===== config.mk =====
export PLATFORM = sky130hd
export DESIGN_NAME = cache_bank
export DESIGN_NICKNAME = d
export VERILOG_FILES = /design/src/source/cache_mem_pkg.sv /design/src/source/cache_req_pkg.sv /design/src/source/cache_bank.sv /design/src/source/cache_data_store.sv /design/src/source/cache_mem_port.sv /design/src/source/cache_tag_lookup.sv
export SDC_FILE = /design/constraint.sdc
export NUM_CORES = 2
export LEC_CHECK = 0
export ABC_CLOCK_PERIOD_IN_PS = 5400
export BUFFER_PORTS_ARGS = -buffer_cell sky130_fd_sc_hd__buf_2
export CAP_MARGIN = 10
export CORE_MARGIN = 2
export CORE_UTILIZATION = 60
export CTS_BUF_LIST = sky130_fd_sc_hd__clkbuf_8
export DETAILED_ROUTE_END_ITERATION = 12
export PLACE_DENSITY = 0.87
export SETUP_SLACK_MARGIN = 0.05
export SLEW_MARGIN = 0
export SYNTH_ARGS = -nofsm -noshare
export SYNTH_HDL_FRONTEND = slang
export SYNTH_MEMORY_MAX_BITS = 65536
export SYNTH_SLANG_ARGS = --single-unit
export TNS_END_PERCENT = 1

===== constraint.sdc =====
create_clock -name clk -period 5.4 [get_ports clk]
set_clock_uncertainty 0.05 [all_clocks]
set_input_delay 0.27 -clock clk [delete_from_list [all_inputs] [get_ports clk]]
set_output_delay 0.27 -clock clk [all_outputs]
set_load 0.1 [all_outputs]

===== src/source/cache_mem_pkg.sv =====
package cache_mem_pkg;

    // Line reads are answered by memory, word writes are not
    typedef enum logic {
        MEM_READ_LINE  = 1'b0,
        MEM_WRITE_WORD = 1'b1
    } mem_op_e;

    // Miss handling sequence
    typedef enum logic [1:0] {
        MISS_IDLE = 2'd0,
        MISS_WAIT = 2'd1,
        MISS_RESP = 2'd2
    } miss_state_e;

endpackage


===== src/source/cache_req_pkg.sv =====
package cache_req_pkg;

    // Core requests carry word addresses
    localparam int ADDR_WIDTH = 16;

    // Core operation on one word
    typedef enum logic {
        OP_READ  = 1'b0,
        OP_WRITE = 1'b1
    } req_op_e;

endpackage


===== src/source/cache_bank.sv =====
module cache_bank
    import cache_req_pkg::*;
    import cache_mem_pkg::*;
#(
    parameter int NUM_WAYS       = 2,
    parameter int NUM_SETS       = 16,
    parameter int WORDS_PER_LINE = 4,
    parameter int WORD_SIZE      = 4,
    localparam int WORD_WIDTH    = WORD_SIZE * 8
) (
    input  logic                                     clk,
    input  logic                                     rst_n,
    // Core side
    input  logic                                     req_valid,
    input  req_op_e                                  req_op,
    input  logic [ADDR_WIDTH-1:0]                    req_addr,
    input  logic [WORD_SIZE-1:0]                     req_byteen,
    input  logic [WORD_WIDTH-1:0]                    req_data,
    output logic                                     rsp_valid,
    output logic [WORD_WIDTH-1:0]                    rsp_data,
    output logic                                     busy,
    // Memory side
    output logic                                     mem_req_valid,
    output mem_op_e                                  mem_req_op,
    output logic [ADDR_WIDTH-1:0]                    mem_req_addr,
    output logic [WORD_WIDTH-1:0]                    mem_req_data,
    output logic [WORD_SIZE-1:0]                     mem_req_byteen,
    input  logic                                     mem_rsp_valid,
    input  logic [WORDS_PER_LINE-1:0][WORD_WIDTH-1:0] mem_rsp_line
);

    logic                  s1_valid;
    req_op_e               s1_op;
    logic [ADDR_WIDTH-1:0] s1_addr;
    logic [WORD_SIZE-1:0]  s1_byteen;
    logic [WORD_WIDTH-1:0] s1_data;
    logic                  s1_hit;
    logic [NUM_WAYS-1:0]   s1_way_sel;
    logic [NUM_WAYS-1:0]   victim_way_sel;
    logic [WORD_WIDTH-1:0] read_data;

    logic                                     fill;
    logic [ADDR_WIDTH-1:0]                    fill_addr;
    logic [NUM_WAYS-1:0]                      fill_way_sel;
    logic [WORDS_PER_LINE-1:0][WORD_WIDTH-1:0] fill_line;

    cache_tag_lookup #(
        .NUM_WAYS       (NUM_WAYS),
        .NUM_SETS       (NUM_SETS),
        .WORDS_PER_LINE (WORDS_PER_LINE),
        .WORD_SIZE      (WORD_SIZE)
    ) tag_lookup_inst (
        .clk            (clk),
        .rst_n          (rst_n),
        .req_valid      (req_valid),
        .req_op         (req_op),
        .req_addr       (req_addr),
        .req_byteen     (req_byteen),
        .req_data       (req_data),
        .fill           (fill),
        .fill_addr      (fill_addr),
        .fill_way_sel   (fill_way_sel),
        .s1_valid       (s1_valid),
        .s1_op          (s1_op),
        .s1_addr        (s1_addr),
        .s1_byteen      (s1_byteen),
        .s1_data        (s1_data),
        .s1_hit         (s1_hit),
        .s1_way_sel     (s1_way_sel),
        .victim_way_sel (victim_way_sel)
    );

    cache_data_store #(
        .NUM_WAYS       (NUM_WAYS),
        .NUM_SETS       (NUM_SETS),
        .WORDS_PER_LINE (WORDS_PER_LINE),
        .WORD_SIZE      (WORD_SIZE)
    ) data_store_inst (
        .clk          (clk),
        .rst_n        (rst_n),
        .s1_valid     (s1_valid),
        .s1_op        (s1_op),
        .s1_hit       (s1_hit),
        .s1_addr      (s1_addr),
        .s1_byteen    (s1_byteen),
        .s1_data      (s1_data),
        .s1_way_sel   (s1_way_sel),
        .fill         (fill),
        .fill_addr    (fill_addr),
        .fill_way_sel (fill_way_sel),
        .fill_line    (fill_line),
        .read_data    (read_data)
    );

    cache_mem_port #(
        .NUM_WAYS       (NUM_WAYS),
        .NUM_SETS       (NUM_SETS),
        .WORDS_PER_LINE (WORDS_PER_LINE),
        .WORD_SIZE      (WORD_SIZE)
    ) mem_port_inst (
        .clk            (clk),
        .rst_n          (rst_n),
        .s1_valid       (s1_valid),
        .s1_op          (s1_op),
        .s1_addr        (s1_addr),
        .s1_byteen      (s1_byteen),
        .s1_data        (s1_data),
        .s1_hit         (s1_hit),
        .victim_way_sel (victim_way_sel),
        .read_data      (read_data),
        .mem_req_valid  (mem_req_valid),
        .mem_req_op     (mem_req_op),
        .mem_req_addr   (mem_req_addr),
        .mem_req_data   (mem_req_data),
        .mem_req_byteen (mem_req_byteen),
        .mem_rsp_valid  (mem_rsp_valid),
        .mem_rsp_line   (mem_rsp_line),
        .fill           (fill),
        .fill_addr      (fill_addr),
        .fill_way_sel   (fill_way_sel),
        .fill_line      (fill_line),
        .rsp_valid      (rsp_valid),
        .rsp_data       (rsp_data),
        .busy           (busy)
    );

endmodule


===== src/source/cache_data_store.sv =====
module cache_data_store
    import cache_req_pkg::*;
#(
    parameter int NUM_WAYS       = 2,
    parameter int NUM_SETS       = 16,
    parameter int WORDS_PER_LINE = 4,
    parameter int WORD_SIZE      = 4,
    localparam int WORD_WIDTH    = WORD_SIZE * 8
) (
    input  logic                                     clk,
    input  logic                                     rst_n,
    input  logic                                     s1_valid,
    input  req_op_e                                  s1_op,
    input  logic                                     s1_hit,
    input  logic [ADDR_WIDTH-1:0]                    s1_addr,
    input  logic [WORD_SIZE-1:0]                     s1_byteen,
    input  logic [WORD_WIDTH-1:0]                    s1_data,
    input  logic [NUM_WAYS-1:0]                      s1_way_sel,
    input  logic                                     fill,
    input  logic [ADDR_WIDTH-1:0]                    fill_addr,
    input  logic [NUM_WAYS-1:0]                      fill_way_sel,
    input  logic [WORDS_PER_LINE-1:0][WORD_WIDTH-1:0] fill_line,
    output logic [WORD_WIDTH-1:0]                    read_data
);

    localparam int WSEL_BITS = $clog2(WORDS_PER_LINE);
    localparam int SET_BITS  = $clog2(NUM_SETS);
    localparam int WAY_BITS  = (NUM_WAYS > 1) ? $clog2(NUM_WAYS) : 1;

    // Words outermost and ways innermost so the way select comes last
    logic [WORDS_PER_LINE-1:0][NUM_WAYS-1:0][WORD_SIZE-1:0][7:0] mem_q [NUM_SETS];

    logic [WORDS_PER_LINE-1:0][NUM_WAYS-1:0][WORD_SIZE-1:0][7:0] wr_data;
    logic [WORDS_PER_LINE-1:0][NUM_WAYS-1:0][WORD_SIZE-1:0]      wr_en;
    logic [WORDS_PER_LINE-1:0][NUM_WAYS-1:0][WORD_SIZE-1:0][7:0] rdata_q;

    logic                 write_hit;
    logic                 row_we;
    logic [SET_BITS-1:0]  row_addr;
    logic [WSEL_BITS-1:0] s1_wsel;
    logic [WAY_BITS-1:0]  s1_way_idx;
    logic [WSEL_BITS-1:0] wsel_q;
    logic [WAY_BITS-1:0]  way_idx_q;

    assign write_hit = s1_valid && (s1_op == OP_WRITE) && s1_hit;
    assign row_we    = fill || write_hit;
    assign row_addr  = fill ? fill_addr[WSEL_BITS +: SET_BITS] : s1_addr[WSEL_BITS +: SET_BITS];
    assign s1_wsel   = s1_addr[WSEL_BITS-1:0];

    // Fill enables a whole way, a write hit only its enabled bytes
    always_comb begin
        wr_en   = '0;
        wr_data = '0;
        for (int w = 0; w < WORDS_PER_LINE; w++) begin
            for (int j = 0; j < NUM_WAYS; j++) begin
                wr_data[w][j] = fill ? fill_line[w] : s1_data;
                if (fill && fill_way_sel[j]) begin
                    wr_en[w][j] = '1;
                end else if (write_hit && s1_way_sel[j] && (w == s1_wsel)) begin
                    wr_en[w][j] = s1_byteen;
                end
            end
        end
    end

    // One-hot way to index
    always_comb begin
        s1_way_idx = '0;
        for (int j = 0; j < NUM_WAYS; j++) begin
            if (s1_way_sel[j]) begin
                s1_way_idx = WAY_BITS'(j);
            end
        end
    end

    always_ff @(posedge clk) begin
        if (row_we) begin
            for (int w = 0; w < WORDS_PER_LINE; w++) begin
                for (int j = 0; j < NUM_WAYS; j++) begin
                    for (int b = 0; b < WORD_SIZE; b++) begin
                        if (wr_en[w][j][b]) begin
                            mem_q[row_addr][w][j][b] <= wr_data[w][j][b];
                        end
                    end
                end
            end
        end
        rdata_q <= mem_q[row_addr];
    end

    // Selects follow the read by one cycle
    always_ff @(posedge clk or negedge rst_n) begin
        if (!rst_n) begin
            wsel_q    <= '0;
            way_idx_q <= '0;
        end else begin
            wsel_q    <= s1_wsel;
            way_idx_q <= s1_way_idx;
        end
    end

    assign read_data = rdata_q[wsel_q][way_idx_q];

endmodule


===== src/source/cache_mem_port.sv =====
module cache_mem_port
    import cache_req_pkg::*;
    import cache_mem_pkg::*;
#(
    parameter int NUM_WAYS       = 2,
    parameter int NUM_SETS       = 16,
    parameter int WORDS_PER_LINE = 4,
    parameter int WORD_SIZE      = 4,
    localparam int WORD_WIDTH    = WORD_SIZE * 8
) (
    input  logic                                     clk,
    input  logic                                     rst_n,
    input  logic                                     s1_valid,
    input  req_op_e                                  s1_op,
    input  logic [ADDR_WIDTH-1:0]                    s1_addr,
    input  logic [WORD_SIZE-1:0]                     s1_byteen,
    input  logic [WORD_WIDTH-1:0]                    s1_data,
    input  logic                                     s1_hit,
    input  logic [NUM_WAYS-1:0]                      victim_way_sel,
    input  logic [WORD_WIDTH-1:0]                    read_data,
    output logic                                     mem_req_valid,
    output mem_op_e                                  mem_req_op,
    output logic [ADDR_WIDTH-1:0]                    mem_req_addr,
    output logic [WORD_WIDTH-1:0]                    mem_req_data,
    output logic [WORD_SIZE-1:0]                     mem_req_byteen,
    input  logic                                     mem_rsp_valid,
    input  logic [WORDS_PER_LINE-1:0][WORD_WIDTH-1:0] mem_rsp_line,
    output logic                                     fill,
    output logic [ADDR_WIDTH-1:0]                    fill_addr,
    output logic [NUM_WAYS-1:0]                      fill_way_sel,
    output logic [WORDS_PER_LINE-1:0][WORD_WIDTH-1:0] fill_line,
    output logic                                     rsp_valid,
    output logic [WORD_WIDTH-1:0]                    rsp_data,
    output logic                                     busy
);

    localparam int WSEL_BITS = $clog2(WORDS_PER_LINE);

    miss_state_e state_q;

    logic [ADDR_WIDTH-1:0] miss_addr_q;
    logic [NUM_WAYS-1:0]   miss_way_q;
    logic [WORD_WIDTH-1:0] miss_word_q;
    logic                  hit_rsp_q;

    logic s1_read_hit;
    logic s1_read_miss;
    logic s1_write;

    assign s1_read_hit  = s1_valid && (s1_op == OP_READ) && s1_hit;
    assign s1_read_miss = s1_valid && (s1_op == OP_READ) && !s1_hit;
    assign s1_write     = s1_valid && (s1_op == OP_WRITE);

    // Miss FSM
    always_ff @(posedge clk or negedge rst_n) begin
        if (!rst_n) begin
            state_q <= MISS_IDLE;
        end else begin
            case (state_q)
                MISS_IDLE: begin
                    if (s1_read_miss) begin
                        state_q <= MISS_WAIT;
                    end
                end
                MISS_WAIT: begin
                    if (mem_rsp_valid) begin
                        state_q <= MISS_RESP;
                    end
                end
                default: begin
                    state_q <= MISS_IDLE;
                end
            endcase
        end
    end

    always_ff @(posedge clk) begin
        if (state_q == MISS_IDLE && s1_read_miss) begin
            miss_addr_q <= s1_addr;
            miss_way_q  <= victim_way_sel;
        end
        // Keep the requested word of the returning line
        if (fill) begin
            miss_word_q <= mem_rsp_line[miss_addr_q[WSEL_BITS-1:0]];
        end
    end

    // Read hits answer two edges after the request
    always_ff @(posedge clk or negedge rst_n) begin
        if (!rst_n) begin
            hit_rsp_q <= 1'b0;
        end else begin
            hit_rsp_q <= s1_read_hit;
        end
    end

    // Write-through for every write, line read for a read miss
    assign mem_req_valid  = s1_write || s1_read_miss;
    assign mem_req_op     = s1_write ? MEM_WRITE_WORD : MEM_READ_LINE;
    assign mem_req_addr   = s1_write ? s1_addr
                                     : {{WSEL_BITS{1'b0}}, s1_addr[ADDR_WIDTH-1:WSEL_BITS]};
    assign mem_req_data   = s1_data;
    assign mem_req_byteen = s1_byteen;

    assign fill         = (state_q == MISS_WAIT) && mem_rsp_valid;
    assign fill_addr    = miss_addr_q;
    assign fill_way_sel = miss_way_q;
    assign fill_line    = mem_rsp_line;

    assign rsp_valid = hit_rsp_q || (state_q == MISS_RESP);
    assign rsp_data  = (state_q == MISS_RESP) ? miss_word_q : read_data;

    assign busy = s1_read_miss || (state_q != MISS_IDLE);

    // Memory only answers the one outstanding line read
    rsp_in_wait_a: assert property (@(posedge clk) disable iff (!rst_n)
        mem_rsp_valid |-> (state_q == MISS_WAIT))
        else $error("unexpected mem_rsp_valid in state %s", state_q.name());

endmodule


===== src/source/cache_tag_lookup.sv =====
module cache_tag_lookup
    import cache_req_pkg::*;
#(
    parameter int NUM_WAYS       = 2,
    parameter int NUM_SETS       = 16,
    parameter int WORDS_PER_LINE = 4,
    parameter int WORD_SIZE      = 4,
    localparam int WORD_WIDTH    = WORD_SIZE * 8
) (
    input  logic                  clk,
    input  logic                  rst_n,
    input  logic                  req_valid,
    input  req_op_e               req_op,
    input  logic [ADDR_WIDTH-1:0] req_addr,
    input  logic [WORD_SIZE-1:0]  req_byteen,
    input  logic [WORD_WIDTH-1:0] req_data,
    input  logic                  fill,
    input  logic [ADDR_WIDTH-1:0] fill_addr,
    input  logic [NUM_WAYS-1:0]   fill_way_sel,
    output logic                  s1_valid,
    output req_op_e               s1_op,
    output logic [ADDR_WIDTH-1:0] s1_addr,
    output logic [WORD_SIZE-1:0]  s1_byteen,
    output logic [WORD_WIDTH-1:0] s1_data,
    output logic                  s1_hit,
    output logic [NUM_WAYS-1:0]   s1_way_sel,
    output logic [NUM_WAYS-1:0]   victim_way_sel
);

    localparam int WSEL_BITS = $clog2(WORDS_PER_LINE);
    localparam int SET_BITS  = $clog2(NUM_SETS);
    localparam int TAG_BITS  = ADDR_WIDTH - WSEL_BITS - SET_BITS;
    localparam int WAY_BITS  = (NUM_WAYS > 1) ? $clog2(NUM_WAYS) : 1;

    logic [NUM_WAYS-1:0] valid_q [NUM_SETS];
    logic [TAG_BITS-1:0] tag_q   [NUM_SETS][NUM_WAYS];
    logic [WAY_BITS-1:0] rr_q    [NUM_SETS];

    logic [SET_BITS-1:0] s1_set;
    logic [TAG_BITS-1:0] s1_tag;
    logic [SET_BITS-1:0] fill_set;
    logic [TAG_BITS-1:0] fill_tag;

    // Stage one register
    always_ff @(posedge clk or negedge rst_n) begin
        if (!rst_n) begin
            s1_valid <= 1'b0;
        end else begin
            s1_valid <= req_valid;
        end
    end

    always_ff @(posedge clk) begin
        if (req_valid) begin
            s1_op     <= req_op;
            s1_addr   <= req_addr;
            s1_byteen <= req_byteen;
            s1_data   <= req_data;
        end
    end

    assign s1_set   = s1_addr[WSEL_BITS +: SET_BITS];
    assign s1_tag   = s1_addr[ADDR_WIDTH-1 -: TAG_BITS];
    assign fill_set = fill_addr[WSEL_BITS +: SET_BITS];
    assign fill_tag = fill_addr[ADDR_WIDTH-1 -: TAG_BITS];

    // Tag compare across all ways of the addressed set
    always_comb begin
        for (int j = 0; j < NUM_WAYS; j++) begin
            s1_way_sel[j] = valid_q[s1_set][j] && (tag_q[s1_set][j] == s1_tag);
        end
    end

    assign s1_hit = |s1_way_sel;

    always_comb begin
        victim_way_sel = '0;
        victim_way_sel[rr_q[s1_set]] = 1'b1;
    end

    // Valid bits and round-robin pointers
    always_ff @(posedge clk or negedge rst_n) begin
        if (!rst_n) begin
            for (int s = 0; s < NUM_SETS; s++) begin
                valid_q[s] <= '0;
                rr_q[s]    <= '0;
            end
        end else if (fill) begin
            valid_q[fill_set] <= valid_q[fill_set] | fill_way_sel;
            if (rr_q[fill_set] == WAY_BITS'(NUM_WAYS - 1)) begin
                rr_q[fill_set] <= '0;
            end else begin
                rr_q[fill_set] <= rr_q[fill_set] + 1'b1;
            end
        end
    end

    always_ff @(posedge clk) begin
        if (fill) begin
            for (int j = 0; j < NUM_WAYS; j++) begin
                if (fill_way_sel[j]) begin
                    tag_q[fill_set][j] <= fill_tag;
                end
            end
        end
    end

    // A line is never filled into two ways at once
    hit_onehot_a: assert property (@(posedge clk) disable iff (!rst_n)
        $onehot0(s1_way_sel))
        else $error("multiple ways hit in set %0d", s1_set);

    // The core holds off while a miss is pending
    fill_no_s1_a: assert property (@(posedge clk) disable iff (!rst_n)
        !(fill && s1_valid))
        else $error("fill collides with a stage one request");

endmodule


==> run metrics, run 1 <==
status did not finish; Fail Step global routing; error message [ERROR GRT-0232] Routing congestion too high. Check the congestion heatmap in the GUI.; mux share of post-synthesis cell area 15.7%; Area contributors post-synth edfxtp_1, mux4_2, dfxtp_1; Post-Place Cells 12600; Placed Area 0.192 mm2; synthesized net count 8689; Core Rows 203; Ports 273; Synth Instances 8504; routability congestion estimate 0.944; post-synthesis xor/xnor area fraction 0.0760%; Die X-Extent 559 um; Tot GR Track Use 42.8%; Adder-Cell Fraction of Synth Area 0%; largest net degree at the start of global routing 166; GR Overflow Total 3; hpwl dp 311000 um; post-synthesis sequential area ratio 77.1%; number of port buffers 272; H-tree levels 6; main combinational cell family by area after synthesis multiplexers; most instantiated library cell after synthesis edfxtp_1; Netlist cell types 65; CTS Buf Count 700; CTS Root Cell clkbuf_8; post-synthesis register bit count 4834; number of flops mapped to enable cells by yosys 4519; post-synth top area share 73.5%; synthesized area 0.185 mm2; chip height 559 um; Post-Syn Area per Cell 21.7 um2; simple-gate share of the synthesized area 1.43%; Initial Utilization 60.3%; pre-CTS setup slack 0.222 ns; post-synthesis async set-or-reset flop share 1.14%; Compound-Gate Fraction of Synth Area 4.34%; ys flop type edfxtp_1; Yosys top cell by area edfxtp_1; most frequent cells after synthesis edfxtp_1, mux4_2, a21oi_1, clkbuf_1, nand2_1; yosys warns 0; clock tree sinks 4834; deepest clock path buffer count 4
## stage by stage
step	hold slack, ns	utilization [%]
4_1_cts	0.00261	68.3
2_1_floorplan	-0.0756	-
3_3_place_gp	0.396	62.8
3_5_place_dp	0.398	62.8
## logic make-up after synthesis
group,Yosys count
flip-flops,4834
multiplexers,1373
AO/OA/AOI/OAI,1116
buffers and inverters,600
AND/OR/NAND/NOR,565
XOR/XNOR,16
## routing by layer
| metal | track usage, % | overflow |
|---|---|---|
| met1 | 44.5 | 0 |
| met2 | 60.7 | 1 |
| met3 | 23.1 | 0 |
| met4 | 41.4 | 2 |
| met5 | 4.20 | 0 |
## repair_timing
item	CTS
hold buffers	288
setup buffers	6
gates resized for setup	10
setup endpoints to repair	2
endpoints found under the hold margin	2512
==> inputs of run 2 (changes only) <==
--- a/config.mk
+++ b/config.mk
@@ -9,11 +9,9 @@
 export BUFFER_PORTS_ARGS = -buffer_cell sky130_fd_sc_hd__buf_2
 export CAP_MARGIN = 10
 export CORE_MARGIN = 2
-export CORE_UTILIZATION = 60
-export CTS_BUF_LIST = sky130_fd_sc_hd__clkbuf_8
+export CORE_UTILIZATION = 40
 export DETAILED_ROUTE_END_ITERATION = 12
-export PLACE_DENSITY = 0.87
-export SETUP_SLACK_MARGIN = 0.05
+export PLACE_DENSITY_LB_ADDON = 0.15
 export SLEW_MARGIN = 0
 export SYNTH_ARGS = -nofsm -noshare
 export SYNTH_HDL_FRONTEND = slang
==> run metrics, run 2 <==
status finished, final reports clean; Pre-Repair DR Iteration Count 6; clock tree sinks 4834; synthesized net count 8689; Ports 273; post-synthesis async set-or-reset flop share 1.14%; CTS Root Cell clkbuf_16; worst IR drop on VDD 0.377 mV; H-tree levels 6; initial antenna violation count 39; violation count after the first detailed-route iteration 10500; Post-Syn Area per Cell 21.7 um2; crit-path max FO 18; Synth Instances 8504; Initial Utilization 40.1%; vias in the first global route 96600; CP Capture Type output port; most instantiated library cell after synthesis edfxtp_1; Final setup viols 0; met2 usage 37.4%; fmax 0.188 GHz; Slowest Stage Delay on Critical Path 0.65 ns; first-pass GRT wire length 752000 um; area grow syn2layout 18.2%; max reg flops 4096; deepest clock path buffer count 4; Core Rows 249; Area contributors post-synth edfxtp_1, mux4_2, dfxtp_1; # fillers 37600; Placed Area 0.199 mm2; critical path arrival 4.99 ns; clock latency on the worst-skew pair 1.05 ns; number of port buffers 272; hpwl dp 338000 um; post-synthesis sequential area ratio 77.1%; Final ANT Viol Nets 0; Max Cap Viol 0; number of remaining DRC errors 0; Hold Path Class input port to flop; leak pwr 70.9 nW; CTS Buf Count 524; post-synth top area share 73.5%; Hold Fails Final Rpt 0; clk slew on worst S/H paths 0.06 ns; most frequent cells after synthesis edfxtp_1, mux4_2, a21oi_1, clkbuf_1, nand2_1; biggest registers after layout data_store_inst.mem_q x4096, tag_lookup_inst.tag_q x320, data_store_inst.rdata_q x256; post-synthesis register bit count 4834; chip height 683 um; ys flop type edfxtp_1; synthesized area 0.185 mm2; yosys warns 0; met1 Resource Use GR 31.3%; GR Util met3 3.38%; CP required 5.08 ns; Reg2Reg Setup Slack 0.78 ns; Final Cycle Share 98.4%; most frequent cells in the layout edfxtp_1, mux4_2, buf_4; startpoint types flop; core area 0.460 mm2; largest net degree at the start of global routing 121; post-route setup TNS 0 ns; worst-margin pin slew 1.24 ns; Tot GR Track Use 22.6%; final instance area 0.218 mm2; layout net count 9993; Die ar. 0.467 mm2; overall via count from detail_route 94600; vias per std cell 5.77; CTS tree yes; GR Overflow Total 0; Largest Register data_store_inst.mem_q; WS Path Type flop to output port; routability congestion estimate 0.824; DR WL/cell 32.8 um; cells along the critical path buf_4, mux4_2, and4_1, a2111oi_1, nand3_1, and4b_2, buf_12, nand3_1, a311o_1, buf_2; Yosys top cell by area edfxtp_1; layout cells sized above 1 31.4%; Slowest cell on crit path dfxtp_2; cell mode on critical path nand3_1; Rel. slew slack 15.1%; Pwr Density 411 mW/mm2; Top Usage Layer GRT met2; most common cell after layout, fill and taps aside edfxtp_1; RSZ-0062 raised after global routing no; Detailed Route WL 538000 um; Slew Limit Fails 0; number of flops mapped to enable cells by yosys 4519; final core occ 47.5%; min cycle time layout 5.31 ns; Netlist cell types 65; Die X-Extent 683 um
run 2: logic make-up (layout without fill, tap and decap cells):
logic type             after synthesis  after routing  synth area share (%)
AND/OR/NAND/NOR                    565            565                  1.43
flip-flops                        4834           4834                  77.1
other                                0             13                     0
AO/OA/AOI/OAI                     1116           1116                  4.34
multiplexers                      1373           1373                  15.7
buffers and inverters              600           2323                  1.31
XOR/XNOR                            16             16                0.0760
run 2: worst paths after layout:
kind,from,end,depth (start not counted)
setup / recovery,flop,busy,10
hold / removal,req_addr[2],flop,3
setup reg to reg,flop,data_store_inst.mem_q[3][228],9
hold reg to reg,tag_lookup_inst.rr_q[4],tag_lookup_inst.rr_q[4],1
max in group asynchronous,rst_n,data_store_inst.wsel_q[0],4
min in group asynchronous,rst_n,tag_lookup_inst.valid_q[0],4
run 2: through the flow:
step / std cells / power (mW) / worst slack [ns] / hold slack, ns
after floorplan: 8504 / 50.3 / 1.29 / -0.0756
after global placement: 15200 / 55.2 / 0.653 / 0.396
after detailed placement: 15200 / 55.4 / 0.692 / 0.398
after CTS: 16400 / 90.3 / 0.0488 / 0.00375
after global routing: 16400 / 92.2 / 0.0113 / 0.0591
final: 16400 / 89.6 / 0.0882 / 0.0634
run 2: layout make-up:
type,count,area [um2],area share [%]
flip-flops and latches,4834,142000,65.3
multi-input cells,3070,40100,18.4
clock inverters,235,2250,1.03
well taps,6149,7690,3.53
clock buffers,710,14400,6.60
inverters,7,33.8,0.0155
repair buffers,1371,11200,5.16
diodes,13,32.5,0.0149
run 2: power by group:
part / switching (mW) / internal (mW)
clock network: 14.7 / 20.2
registers: 0.798 / 42.8
logic: 7.21 / 3.92
total: 22.7 / 66.8
run 2: critical path: cells and delay by family (launching register included):
family,cells,cell delay [ns]
buf+inv,3,0.94
simple gates,4,1.15
compound gates,2,0.84
mux,1,0.35
flops,1,0.65
run 2: routing by layer:
layer	vias to the layer above	part of all wire, %	wire (um)
li1	38700	-	-
met1	51400	41	223000
met2	3661	49	262000
met3	789	6.6	35400
met4	2	3.2	17300
met5	-	0.0024	13
run 2: what timing repair did:
action	4_1_cts	5_1_grt
setup buffers	1	0
setup endpoints to repair	2	0
resized for setup	2	0
hold buffers	238	5
hold endpoints to repair	2812	58
Power figures use the tool's default switching activity.
